[src/hw/core_config.svh]
//////////////////////////////////////////////////
// core slice configuration
// sizes shared by the package and the RTL blocks
//////////////////////////////////////////////////

`ifndef CORE_CONFIG_SVH
`define CORE_CONFIG_SVH

// data path width in bits
`define CORE_XLEN 32

// architectural registers, r0 hardwired to zero
`define CORE_REG_COUNT 32

// reorder buffer slots
// power of two only, tag arithmetic wraps
`define CORE_ROB_DEPTH 8

// multiply latency from dispatch to result, in cycles
`define CORE_MUL_STAGES 4

`endif
[src/hw/core_pkg.sv]
//////////////////////////////////////////////////
// core slice package
// width typedefs, ALU operation encoding and the
// packets passed between issue, exec, ROB, retire
//////////////////////////////////////////////////

`default_nettype none

`include "core_config.svh"

package core_pkg;

	////////////////////////////////////////////////
	// widths
	////////////////////////////////////////////////

	// one data word
	typedef logic [`CORE_XLEN-1:0] xlen_t;
	// architectural register index
	typedef logic [$clog2(`CORE_REG_COUNT)-1:0] reg_idx_t;
	// reorder buffer slot
	typedef logic [$clog2(`CORE_ROB_DEPTH)-1:0] rob_tag_t;

	// alu operations
	// SLL shifts by the low bits of operand b only
	typedef enum logic [2:0] {
		ADD,
		SUB,
		AND,
		XOR,
		SLL,
		MUL
	} alu_func_e;

	////////////////////////////////////////////////
	// packets
	////////////////////////////////////////////////

	// decoded instruction from outside
	// use_imm selects imm as operand b, src2 unused then
	typedef struct packed {
		alu_func_e func;
		reg_idx_t  dest;
		reg_idx_t  src1;
		reg_idx_t  src2;
		logic      use_imm;
		xlen_t     imm;
	} inst_packet_t;

	// operation handed to the exec unit
	typedef struct packed {
		alu_func_e func;
		rob_tag_t  tag;
		xlen_t     op_a;
		xlen_t     op_b;
	} exec_packet_t;

	// finished value back to its rob slot
	typedef struct packed {
		logic     valid;
		rob_tag_t tag;
		xlen_t    value;
	} result_packet_t;

	// slot request from issue
	typedef struct packed {
		logic     valid;
		reg_idx_t dest;
	} alloc_packet_t;

	// in-order retirement, also the commit port
	typedef struct packed {
		logic     valid;
		reg_idx_t dest;
		xlen_t    value;
	} commit_packet_t;

endpackage

`default_nettype wire

[src/hw/ooo_core.sv]
//////////////////////////////////////////////////
// ooo core slice top level
// issue, exec, reorder buffer and retire wired up
//////////////////////////////////////////////////

`default_nettype none
`timescale 1ns/1ps

module ooo_core (
	input  wire logic                   clock,
	input  wire logic                   reset,
	input  wire logic                   inst_valid,
	input  wire core_pkg::inst_packet_t inst,
	output logic                        inst_ready,
	output core_pkg::commit_packet_t    commit
);

	////////////////////////////////////////////////
	// interconnect
	////////////////////////////////////////////////

	// issue <-> rob
	core_pkg::alloc_packet_t  alloc;
	core_pkg::rob_tag_t       alloc_tag;
	logic                     rob_full;
	// issue -> exec
	core_pkg::exec_packet_t   exec_op;
	logic                     exec_valid;
	// exec -> rob
	core_pkg::result_packet_t alu_result;
	core_pkg::result_packet_t mul_result;
	// rob -> retire
	core_pkg::commit_packet_t retire;
	// retire <-> issue
	core_pkg::reg_idx_t       src1_idx;
	core_pkg::reg_idx_t       src2_idx;
	core_pkg::xlen_t          rd1;
	core_pkg::xlen_t          rd2;
	logic                     retire_valid;
	core_pkg::reg_idx_t       retire_dest;

	issue_stage issue_stage_i (
		.clock        (clock),
		.reset        (reset),
		.inst_valid   (inst_valid),
		.inst         (inst),
		.inst_ready   (inst_ready),
		.rob_full     (rob_full),
		.alloc_tag    (alloc_tag),
		.alloc        (alloc),
		.exec_op      (exec_op),
		.exec_valid   (exec_valid),
		.src1_idx     (src1_idx),
		.src2_idx     (src2_idx),
		.rd1          (rd1),
		.rd2          (rd2),
		.retire_valid (retire_valid),
		.retire_dest  (retire_dest)
	);

	exec_unit exec_unit_i (
		.clock      (clock),
		.reset      (reset),
		.exec_op    (exec_op),
		.exec_valid (exec_valid),
		.alu_result (alu_result),
		.mul_result (mul_result)
	);

	reorder_buffer reorder_buffer_i (
		.clock      (clock),
		.reset      (reset),
		.alloc      (alloc),
		.alloc_tag  (alloc_tag),
		.rob_full   (rob_full),
		.alu_result (alu_result),
		.mul_result (mul_result),
		.retire     (retire)
	);

	retire_unit retire_unit_i (
		.clock        (clock),
		.reset        (reset),
		.retire       (retire),
		.src1_idx     (src1_idx),
		.src2_idx     (src2_idx),
		.rd1          (rd1),
		.rd2          (rd2),
		.retire_valid (retire_valid),
		.retire_dest  (retire_dest),
		.commit       (commit)
	);

endmodule

`default_nettype wire

[src/hw/retire_unit.sv]
//////////////////////////////////////////////////
// retire unit
// architectural register file with write-through
// reads, in-order writeback and the commit port
//////////////////////////////////////////////////

`default_nettype none
`timescale 1ns/1ps

`include "core_config.svh"

module retire_unit (
	input  wire logic                     clock,
	input  wire logic                     reset,
	input  wire core_pkg::commit_packet_t retire,
	// read ports for issue
	input  wire core_pkg::reg_idx_t       src1_idx,
	input  wire core_pkg::reg_idx_t       src2_idx,
	output core_pkg::xlen_t               rd1,
	output core_pkg::xlen_t               rd2,
	// scoreboard release
	output logic                          retire_valid,
	output core_pkg::reg_idx_t            retire_dest,
	// registered commit for the outside
	output core_pkg::commit_packet_t      commit
);

	core_pkg::xlen_t regs [`CORE_REG_COUNT];

	// same-cycle write shows through, r0 stays zero
	function automatic core_pkg::xlen_t read_port(input core_pkg::reg_idx_t idx);
		if (retire.valid && retire.dest == idx && idx != '0) begin
			read_port = retire.value;
		end else begin
			read_port = regs[idx];
		end
	endfunction

	always_comb begin
		rd1 = read_port(src1_idx);
		rd2 = read_port(src2_idx);
	end

	// register file, zero after reset
	always_ff @(posedge clock) begin
		if (reset) begin
			for (int i = 0; i < `CORE_REG_COUNT; i++) begin
				regs[i] <= '0;
			end
		end else if (retire.valid && retire.dest != '0) begin
			regs[retire.dest] <= retire.value;
		end
	end

	assign retire_valid = retire.valid;
	assign retire_dest  = retire.dest;

	// one-cycle commit strobe after the pop edge
	always_ff @(posedge clock) begin
		if (reset) begin
			commit.valid <= 1'b0;
		end else begin
			commit.valid <= retire.valid;
		end
		commit.dest  <= retire.dest;
		commit.value <= retire.value;
	end

endmodule

`default_nettype wire

[src/hw/reorder_buffer.sv]
//////////////////////////////////////////////////
// reorder buffer
// circular buffer, slots allocated in order,
// completed out of order, released from the head
//////////////////////////////////////////////////

`default_nettype none
`timescale 1ns/1ps

`include "core_config.svh"

module reorder_buffer (
	input  wire logic                     clock,
	input  wire logic                     reset,
	// allocation from issue
	input  wire core_pkg::alloc_packet_t  alloc,
	output core_pkg::rob_tag_t            alloc_tag,
	output logic                          rob_full,
	// results from exec
	input  wire core_pkg::result_packet_t alu_result,
	input  wire core_pkg::result_packet_t mul_result,
	// oldest finished entry to retire
	output core_pkg::commit_packet_t      retire
);

	localparam int DEPTH   = `CORE_ROB_DEPTH;
	localparam int COUNT_W = $clog2(DEPTH) + 1;

	// pointers and occupancy
	core_pkg::rob_tag_t head;
	core_pkg::rob_tag_t tail;
	logic [COUNT_W-1:0] count;

	// slot storage
	core_pkg::reg_idx_t slot_dest  [DEPTH];
	core_pkg::xlen_t    slot_value [DEPTH];
	logic [DEPTH-1:0]   slot_done;

	// slots between head and tail
	logic [DEPTH-1:0] slot_live;

	logic push;
	logic pop;

	assign push = alloc.valid;
	assign pop  = retire.valid;

	assign alloc_tag = tail;
	assign rob_full  = count == COUNT_W'(DEPTH);

	// head goes out whenever it is done
	assign retire.valid = slot_done[head];
	assign retire.dest  = slot_dest[head];
	assign retire.value = slot_value[head];

	always_comb begin
		for (int i = 0; i < DEPTH; i++) begin
			slot_live[i] = {1'b0, core_pkg::rob_tag_t'(i) - head} < count;
		end
	end

	////////////////////////////////////////////////
	// pointers
	////////////////////////////////////////////////

	always_ff @(posedge clock) begin
		if (reset) begin
			head  <= '0;
			tail  <= '0;
			count <= '0;
		end else begin
			if (push) begin
				tail <= tail + 1'b1;
			end
			if (pop) begin
				head <= head + 1'b1;
			end
			case ({push, pop})
				2'b10:   count <= count + 1'b1;
				2'b01:   count <= count - 1'b1;
				default: count <= count;
			endcase
		end
	end

	////////////////////////////////////////////////
	// slot state
	////////////////////////////////////////////////

	// done bits, cleared on release and set by either port
	always_ff @(posedge clock) begin
		if (reset) begin
			slot_done <= '0;
		end else begin
			if (pop) begin
				slot_done[head] <= 1'b0;
			end
			if (alu_result.valid) begin
				slot_done[alu_result.tag] <= 1'b1;
			end
			if (mul_result.valid) begin
				slot_done[mul_result.tag] <= 1'b1;
			end
		end
	end

	// payload
	always_ff @(posedge clock) begin
		if (push) begin
			slot_dest[tail] <= alloc.dest;
		end
		if (alu_result.valid) begin
			slot_value[alu_result.tag] <= alu_result.value;
		end
		if (mul_result.valid) begin
			slot_value[mul_result.tag] <= mul_result.value;
		end
	end

	// results only target slots issue has allocated
	a_alu_slot_live: assert property (
		@(posedge clock) disable iff (reset)
		alu_result.valid |-> slot_live[alu_result.tag]
	) else $error("alu result for unallocated slot");

	a_mul_slot_live: assert property (
		@(posedge clock) disable iff (reset)
		mul_result.valid |-> slot_live[mul_result.tag]
	) else $error("mul result for unallocated slot");

	a_count_bound: assert property (
		@(posedge clock) disable iff (reset)
		count <= COUNT_W'(DEPTH)
	) else $error("rob count past depth");

endmodule

`default_nettype wire

[src/hw/exec_unit.sv]
//////////////////////////////////////////////////
// exec unit
// single-cycle alu path and a multiply pipeline,
// both report results tagged with the rob slot
//////////////////////////////////////////////////

`default_nettype none
`timescale 1ns/1ps

`include "core_config.svh"

module exec_unit (
	input  wire logic                   clock,
	input  wire logic                   reset,
	input  wire core_pkg::exec_packet_t exec_op,
	input  wire logic                   exec_valid,
	output core_pkg::result_packet_t    alu_result,
	output core_pkg::result_packet_t    mul_result
);

	localparam int MUL_STAGES = `CORE_MUL_STAGES;
	// shift amount width, 5 bits for 32-bit words
	localparam int SHAMT_W = $clog2(`CORE_XLEN);

	logic            is_mul;
	logic            is_alu;
	core_pkg::xlen_t alu_value;

	// multiply pipeline, product formed on entry
	logic [MUL_STAGES-1:0] mul_valid;
	core_pkg::rob_tag_t    mul_tag  [MUL_STAGES];
	core_pkg::xlen_t       mul_prod [MUL_STAGES];

	assign is_mul = exec_valid && exec_op.func == core_pkg::MUL;
	assign is_alu = exec_valid && exec_op.func != core_pkg::MUL;

	////////////////////////////////////////////////
	// alu path
	////////////////////////////////////////////////

	always_comb begin
		case (exec_op.func)
			core_pkg::ADD: alu_value = exec_op.op_a + exec_op.op_b;
			// wraps modulo 2^xlen
			core_pkg::SUB: alu_value = exec_op.op_a - exec_op.op_b;
			core_pkg::AND: alu_value = exec_op.op_a & exec_op.op_b;
			core_pkg::XOR: alu_value = exec_op.op_a ^ exec_op.op_b;
			core_pkg::SLL: alu_value = exec_op.op_a << exec_op.op_b[SHAMT_W-1:0];
			default:       alu_value = '0;
		endcase
	end

	// result lands in the rob one edge later
	always_ff @(posedge clock) begin
		if (reset) begin
			alu_result.valid <= 1'b0;
		end else begin
			alu_result.valid <= is_alu;
		end
		alu_result.tag   <= exec_op.tag;
		alu_result.value <= alu_value;
	end

	////////////////////////////////////////////////
	// multiply pipeline
	////////////////////////////////////////////////

	always_ff @(posedge clock) begin
		if (reset) begin
			mul_valid <= '0;
		end else begin
			mul_valid <= {mul_valid[MUL_STAGES-2:0], is_mul};
		end
	end

	// tag and low product word ride along
	always_ff @(posedge clock) begin
		mul_tag[0]  <= exec_op.tag;
		mul_prod[0] <= exec_op.op_a * exec_op.op_b;
		for (int i = 1; i < MUL_STAGES; i++) begin
			mul_tag[i]  <= mul_tag[i-1];
			mul_prod[i] <= mul_prod[i-1];
		end
	end

	assign mul_result.valid = mul_valid[MUL_STAGES-1];
	assign mul_result.tag   = mul_tag[MUL_STAGES-1];
	assign mul_result.value = mul_prod[MUL_STAGES-1];

	// distinct slots in flight, so ports never collide
	a_result_tags_differ: assert property (
		@(posedge clock) disable iff (reset)
		(alu_result.valid && mul_result.valid) |-> alu_result.tag != mul_result.tag
	) else $error("alu and mul results share a tag");

endmodule

`default_nettype wire

[src/hw/issue_stage.sv]
//////////////////////////////////////////////////
// issue stage
// one-entry holding register with a scoreboard of
// pending destinations; reads operands, allocates
// a rob slot and dispatches to the exec unit
//////////////////////////////////////////////////

`default_nettype none
`timescale 1ns/1ps

`include "core_config.svh"

module issue_stage (
	input  wire logic                   clock,
	input  wire logic                   reset,
	// instruction input
	input  wire logic                   inst_valid,
	input  wire core_pkg::inst_packet_t inst,
	output logic                        inst_ready,
	// rob allocation
	input  wire logic                   rob_full,
	input  wire core_pkg::rob_tag_t     alloc_tag,
	output core_pkg::alloc_packet_t     alloc,
	// exec unit
	output core_pkg::exec_packet_t      exec_op,
	output logic                        exec_valid,
	// register file read ports
	output core_pkg::reg_idx_t          src1_idx,
	output core_pkg::reg_idx_t          src2_idx,
	input  wire core_pkg::xlen_t        rd1,
	input  wire core_pkg::xlen_t        rd2,
	// scoreboard release from retire
	input  wire logic                   retire_valid,
	input  wire core_pkg::reg_idx_t     retire_dest
);

	// holding register
	logic                   hold_valid;
	core_pkg::inst_packet_t hold_inst;

	// one pending bit per architectural register
	logic [`CORE_REG_COUNT-1:0] pending;

	logic src1_busy;
	logic src2_busy;
	logic dest_busy;
	logic dispatch;

	// a register retiring this cycle counts as free,
	// the read port already returns the new value
	function automatic logic reg_busy(input core_pkg::reg_idx_t r);
		reg_busy = pending[r] && !(retire_valid && retire_dest == r);
	endfunction

	always_comb begin
		src1_busy = reg_busy(hold_inst.src1);
		src2_busy = !hold_inst.use_imm && reg_busy(hold_inst.src2);
		// waw stall so one pending bit per register is enough
		dest_busy = reg_busy(hold_inst.dest);
	end

	assign dispatch   = hold_valid && !rob_full && !src1_busy && !src2_busy && !dest_busy;
	assign inst_ready = !hold_valid || dispatch;

	// operand reads straight from the held instruction
	assign src1_idx = hold_inst.src1;
	assign src2_idx = hold_inst.src2;

	// allocation and dispatch happen together
	assign alloc.valid = dispatch;
	assign alloc.dest  = hold_inst.dest;

	assign exec_valid   = dispatch;
	assign exec_op.func = hold_inst.func;
	assign exec_op.tag  = alloc_tag;
	assign exec_op.op_a = rd1;
	assign exec_op.op_b = hold_inst.use_imm ? hold_inst.imm : rd2;

	////////////////////////////////////////////////
	// holding register
	////////////////////////////////////////////////

	always_ff @(posedge clock) begin
		if (reset) begin
			hold_valid <= 1'b0;
		end else if (inst_valid && inst_ready) begin
			hold_valid <= 1'b1;
		end else if (dispatch) begin
			hold_valid <= 1'b0;
		end
	end

	// payload only loads on a transfer
	always_ff @(posedge clock) begin
		if (inst_valid && inst_ready) begin
			hold_inst <= inst;
		end
	end

	////////////////////////////////////////////////
	// scoreboard
	////////////////////////////////////////////////

	always_ff @(posedge clock) begin
		if (reset) begin
			pending <= '0;
		end else begin
			if (retire_valid) begin
				pending[retire_dest] <= 1'b0;
			end
			// set wins over a same-edge retire, r0 never pending
			if (dispatch && hold_inst.dest != '0) begin
				pending[hold_inst.dest] <= 1'b1;
			end
		end
	end

	// every retiring destination was marked at dispatch
	a_retire_was_pending: assert property (
		@(posedge clock) disable iff (reset)
		(retire_valid && retire_dest != '0) |-> pending[retire_dest]
	) else $error("retire of a register not marked pending");

endmodule

`default_nettype wire

[config.mk]
export PLATFORM = sky130hd
export DESIGN_NAME = ooo_core
export DESIGN_NICKNAME = d
export VERILOG_FILES = /design/src/hw/core_pkg.sv /design/src/hw/ooo_core.sv /design/src/hw/retire_unit.sv /design/src/hw/reorder_buffer.sv /design/src/hw/exec_unit.sv /design/src/hw/issue_stage.sv
export VERILOG_INCLUDE_DIRS = /design/src /design/src/hw
export SDC_FILE = /design/constraint.sdc
export NUM_CORES = 2
export LEC_CHECK = 0
export BUFFER_PORTS_ARGS = -buffer_cell sky130_fd_sc_hd__buf_2
export CORE_AREA = 4 4 469 471
export CTS_CLUSTER_DIAMETER = 100
export DETAILED_ROUTE_END_ITERATION = 10
export DIE_AREA = 0 0 473 475
export REMOVE_ABC_BUFFERS = 1
export SETUP_SLACK_MARGIN = 0.2
export SYNTH_ARGS = -nofsm -noshare
export SYNTH_HDL_FRONTEND = slang
export SYNTH_SLANG_ARGS = --single-unit
[constraint.sdc]
create_clock -name clock -period 10.55 [get_ports clock]
set_clock_uncertainty 0.1 [all_clocks]
set_input_delay 1.5825 -clock clock [delete_from_list [all_inputs] [get_ports clock]]
set_output_delay 1.5825 -clock clock [all_outputs]
set_load 0.03 [all_outputs]
==> summary.md <==
The final layout contains routed wiring with a total length of 350.9 mm. For this run, design rule violations remaining after detail routing come to 0. First-pass iteration count of the detailed router: 10. Number of distinct library cells after synthesis: 98. The routability congestion estimate is 0.9730.

After the last flow step, the layout net total stands at 8067. The run gives 0 as the number of endpoints with negative hold slack in the final report. The clock transition at the registers of the reported paths was 60 ps. By area, the combinational part of the netlist is dominated by multiplexers. Data on the critical path arrives at its endpoint at 10590 ps. For the pin with the worst max-slew slack, the measured transition is 1284 ps. The cell seen most often among critical-path stages is sky130_fd_sc_hd__xnor2_1. The port buffer count is 92, and the count of nets left with antenna violations after detail routing is 0. The logs give 0 ps for the summed negative setup slack over all endpoints and 224.4 mm for the post-detailed-placement half-perimeter wirelength. Pin count of the biggest net entering global routing: 77. Counting flops with a built-in enable in the synthesized netlist gives 1371. The chip height works out to 475 um. The via-per-instance ratio is 6.290, and the number of warnings printed during yosys synthesis is 0.

Global routing consumed, on the met3 layer, 7.012% of the routing resources. The combined area of all synthesized cells is 96550 um^2. Among cell families on the critical path, the largest total delay comes from adder cells. The logs give 495.2 mm for the global-route wire length before repair and 108800 um^2 for the final non-filler cell area. The post-place setup slack was 159.2 ps. The share of synthesized cell area in full adder, half adder and majority cells works out to 11.02%. The worst register-to-register path has a setup slack of 550 ps. Critical hold path startpoint: exec_unit_i.mul_prod[1][16].

The synthesized design contains 1650 register bits. The tools report the residual overflow from global routing as 0. The worst register-to-register path ends at exec_unit_i.mul_prod[0][31]. In the post-route analysis, the smallest setup slack over all paths is 553.8 ps. For met2 alone, demand over resource in global routing was 49.76%. In the final routed layout, each cell accounts on average for 33.66 um. In this run the clock root is driven by a sky130_fd_sc_hd__clkbuf_16. The clock passes through at most 3 buffers. The run gives 0 as the max-slew violation count. A synthesized cell averages 13.27 um^2. The tool flagged a number of max-cap violations equal to 0.

Timing would allow up to 0.1000 GHz. Share of the synthesized area in compound gates (AO/OA/AOI/OAI): 3.267%. Of the cells placed in the final design, the portion with a size suffix greater than 1 is 26.23%.

The worst hold path was traced through 0 stages. Hold timing on the final database bottoms out at a slack of 213.1 ps. The synthesized netlist devotes 8.764% of its cell area to simple gates. Row generation in the floorplan step produced 171 rows. The worst hold path belongs to the class reg2reg. The area occupied by multi-input gates was 46390 um^2; the cell count after synthesis was 7278. The tools report the required time at the endpoint of the critical path as 11150 ps. met2 is the most crowded layer.

Across every metal layer, demand over resource in global routing totals 31.12%. The critical path contains buffers and inverters numbering 8 combined. The worst-case hold path end point is exec_unit_i.mul_prod[2][16]. The share of async-settable or async-resettable flops after synthesis works out to 0%. The number of vias in the routed layout is 65570.

In this run the worst path has a maximum fanout of 15. Headroom to the max-slew limit came out at 12.22%. The area growth from synthesis to layout is 12.68%.

The worst reg2reg path depth was 35. The most used flip-flop cell after synthesis is sky130_fd_sc_hd__edfxtp_1. The run gives 66900 as the number of global-route vias before repair. The register area was 46800 um^2; the total placed instance area was 102300 um^2. Counting every sink on the clock net gives 1650. Category of the worst setup path capture point: a flop.

The delay of the slowest cell on the worst path is 540 ps, and the number of primary I/O pins is 93. The starting utilization of the core area came out at 44.68%. The insertion delay to the later sink of the worst-skew pair was 860 ps; the die footprint was 224700 um^2. TritonCTS built the clock tree. The setup path with the least slack is of type reg2reg. STA classifies the critical path startpoint as a flop.

After floorplanning, the core was sized to cover 216100 um^2. Setup repair after global routing left no endpoint under its margin. For this run, global-route usage on met1 was measured as 39.92%.

Summing the areas of all xor and xnor instances in the mapped netlist gives 1.383% of the synthesized area. The initial antenna violation count was 16; the share of the clock period used by the worst path was 94.75%. For this design, the CTS-stage hold fixing added 0 buffers. The horizontal die dimension is 473 um. The setup violation total in the final timing report was 0. Post-route minimum period: 9996 ps. The slowest stage of the critical path belongs to the cell sky130_fd_sc_hd__or4_1. The clock buffer count from CTS is 180.

Measured against the total synthesized area, the mux share comes to 22.47%. The share of the Yosys chip area taken by registers is 48.43%. Maximum level of the CTS H-tree: 4. The flow ran to the end, and the final reports show no timing, DRC or antenna violations. For the number of filler instances in the final layout, the log shows 18400. For this block, the initial DRC count from the detailed router was 8627.
-- synthesized netlist by cell type, types with 17 or more instances --
cell type                  number  area (um^2)
sky130_fd_sc_hd__buf_1         59        221.5
sky130_fd_sc_hd__clkbuf_1     393         1475
sky130_fd_sc_hd__nor3_1        52        260.3
sky130_fd_sc_hd__dfxtp_1      279         5585
sky130_fd_sc_hd__nor2_1      1400         5255
sky130_fd_sc_hd__inv_1        550         2064
sky130_fd_sc_hd__ha_1         194         2427
sky130_fd_sc_hd__mux2i_1      174         1742
sky130_fd_sc_hd__mux2_2       299         3367
sky130_fd_sc_hd__a21oi_1      116        580.6
sky130_fd_sc_hd__a31oi_1       19        118.9
sky130_fd_sc_hd__nand3_1       31        155.2
sky130_fd_sc_hd__buf_4         17        127.6
sky130_fd_sc_hd__mux4_2       734        16530
sky130_fd_sc_hd__edfxtp_1    1371        41170
sky130_fd_sc_hd__buf_2         62        310.3
sky130_fd_sc_hd__nand2_1      382         1434
sky130_fd_sc_hd__a21o_1        29        217.7
sky130_fd_sc_hd__nor2b_1       49        306.5
sky130_fd_sc_hd__a221oi_1      20        175.2
sky130_fd_sc_hd__o21ai_0      102        510.5
sky130_fd_sc_hd__fa_1         410         8208
sky130_fd_sc_hd__nand2b_1      49        306.5
sky130_fd_sc_hd__clkinv_1      17        63.81
sky130_fd_sc_hd__and2_1        29        181.4
sky130_fd_sc_hd__xnor2_1      119         1042
sky130_fd_sc_hd__xor2_1        29        254.0
-- per-layer routing --
| metal | part of all wire [%] | wire length [um] |
|---|---|---|
| met1 | 36 | 126400 |
| met2 | 47 | 164200 |
| met3 | 11 | 38350 |
| met4 | 6.2 | 21850 |
| met5 | 0.016 | 57 |
-- how the worst max path moves through the flow --
| stage | slack, ps | cells past startpoint | to | start |
|---|---|---|---|---|
| floorplan | -9530 | 35 | exec_unit_i.mul_prod[0][31] | flop |
| global placement | 160 | 37 | exec_unit_i.mul_prod[0][31] | flop |
| detailed placement | 160 | 38 | exec_unit_i.mul_prod[0][31] | flop |
| CTS | 200 | 34 | exec_unit_i.mul_prod[0][31] | flop |
| global route | 210 | 34 | exec_unit_i.mul_prod[0][31] | flop |
| finish | 550 | 35 | exec_unit_i.mul_prod[0][31] | flop |
-- final cells by class --
| class | count | share of cell area, % |
|---|---|---|
| multi-input combinational | 4532 | 42.64 |
| tap | 2854 | 3.282 |
| antenna | 7 | 0.01610 |
| inverter | 579 | 2.011 |
| clock inverter | 92 | 0.8890 |
| clock buffer | 245 | 4.581 |
| timing repair buffer | 466 | 3.557 |
| sequential | 1650 | 43.02 |
-- worst register-to-register path: cells and delay by family (launching register included) --
family / cells / cell delay [ps]
muxes: 1 / 380
buffers and inverters: 8 / 920
xor gates and xnor gates: 11 / 2020
adders and majority gates: 8 / 3890
and+or+nand+nor: 4 / 1130
AOI/OAI and AO/OA: 3 / 1000
DFF: 1 / 410
-- placed cells by master (no fill, tap or decap), types with 15 or more instances in the layout --
cell / instances
sky130_fd_sc_hd__a21o_1: 28
sky130_fd_sc_hd__a21oi_1: 115
sky130_fd_sc_hd__a221oi_1: 19
sky130_fd_sc_hd__xor2_1: 28
sky130_fd_sc_hd__nor3_1: 49
sky130_fd_sc_hd__clkbuf_8: 15
sky130_fd_sc_hd__dfxtp_1: 266
sky130_fd_sc_hd__buf_4: 326
sky130_fd_sc_hd__o21ai_0: 97
sky130_fd_sc_hd__nand2_1: 351
sky130_fd_sc_hd__mux2i_4: 35
sky130_fd_sc_hd__conb_1: 32
sky130_fd_sc_hd__and2_1: 29
sky130_fd_sc_hd__ha_1: 194
sky130_fd_sc_hd__a31oi_1: 17
sky130_fd_sc_hd__mux2_2: 298
sky130_fd_sc_hd__edfxtp_1: 1371
sky130_fd_sc_hd__mux2i_1: 126
sky130_fd_sc_hd__fa_1: 410
sky130_fd_sc_hd__buf_2: 91
sky130_fd_sc_hd__clkbuf_1: 46
sky130_fd_sc_hd__clkinv_2: 30
sky130_fd_sc_hd__buf_12: 28
sky130_fd_sc_hd__mux4_2: 734
sky130_fd_sc_hd__nand2_2: 32
sky130_fd_sc_hd__nand2b_1: 22
sky130_fd_sc_hd__xnor2_1: 119
sky130_fd_sc_hd__inv_1: 546
sky130_fd_sc_hd__clkbuf_16: 189
sky130_fd_sc_hd__nand2b_4: 15
sky130_fd_sc_hd__clkinv_1: 46
sky130_fd_sc_hd__nor2b_1: 49
sky130_fd_sc_hd__nor2_1: 1399
sky130_fd_sc_hd__nand3_1: 31
-- cells by family after synthesis --
| logic type | count (synthesis) |
|---|---|
| fa+ha+maj | 604 |
| buf+inv | 1127 |
| xor+xnor | 150 |
| mux | 1211 |
| simple gates | 2065 |
| compound gates | 470 |
| other cells | 1 |
| flops | 1650 |
-- per-stage QoR --
| stage | utilization, % | instances |
|---|---|---|
| finish | 50.35 | 10430 |
| global route | 50.34 | 10420 |
| CTS | 50.11 | 10400 |
| detailed placement | 47.36 | 10070 |
| global placement | 47.36 | 10070 |
| floorplan | - | 6761 |
-- sequential cells by signal, summed over array words and instances (netlist names), 8 cells and up, named ones only --
signal,cells
retire_unit_i.regs,1024
reorder_buffer_i.slot_dest,40
reorder_buffer_i.slot_done,8
exec_unit_i.mul_prod,128
issue_stage_i.hold_inst,33
issue_stage_i.pending,32
exec_unit_i.mul_tag,12
exec_unit_i.alu_result,33
retire_unit_i.commit,38
reorder_buffer_i.slot_value,256
-- timing repair --
action,4_1_cts,5_1_grt
buffers inserted,0,9
gates cloned,0,5
gates resized for setup,2,60
endpoints found under the hold margin,0,0
pin swaps,0,7
endpoints found under the setup margin,1,5
Power is left out: the tool's default activity adds up to more than one toggle a clock period on the data nets, which glitch-free logic cannot reach.
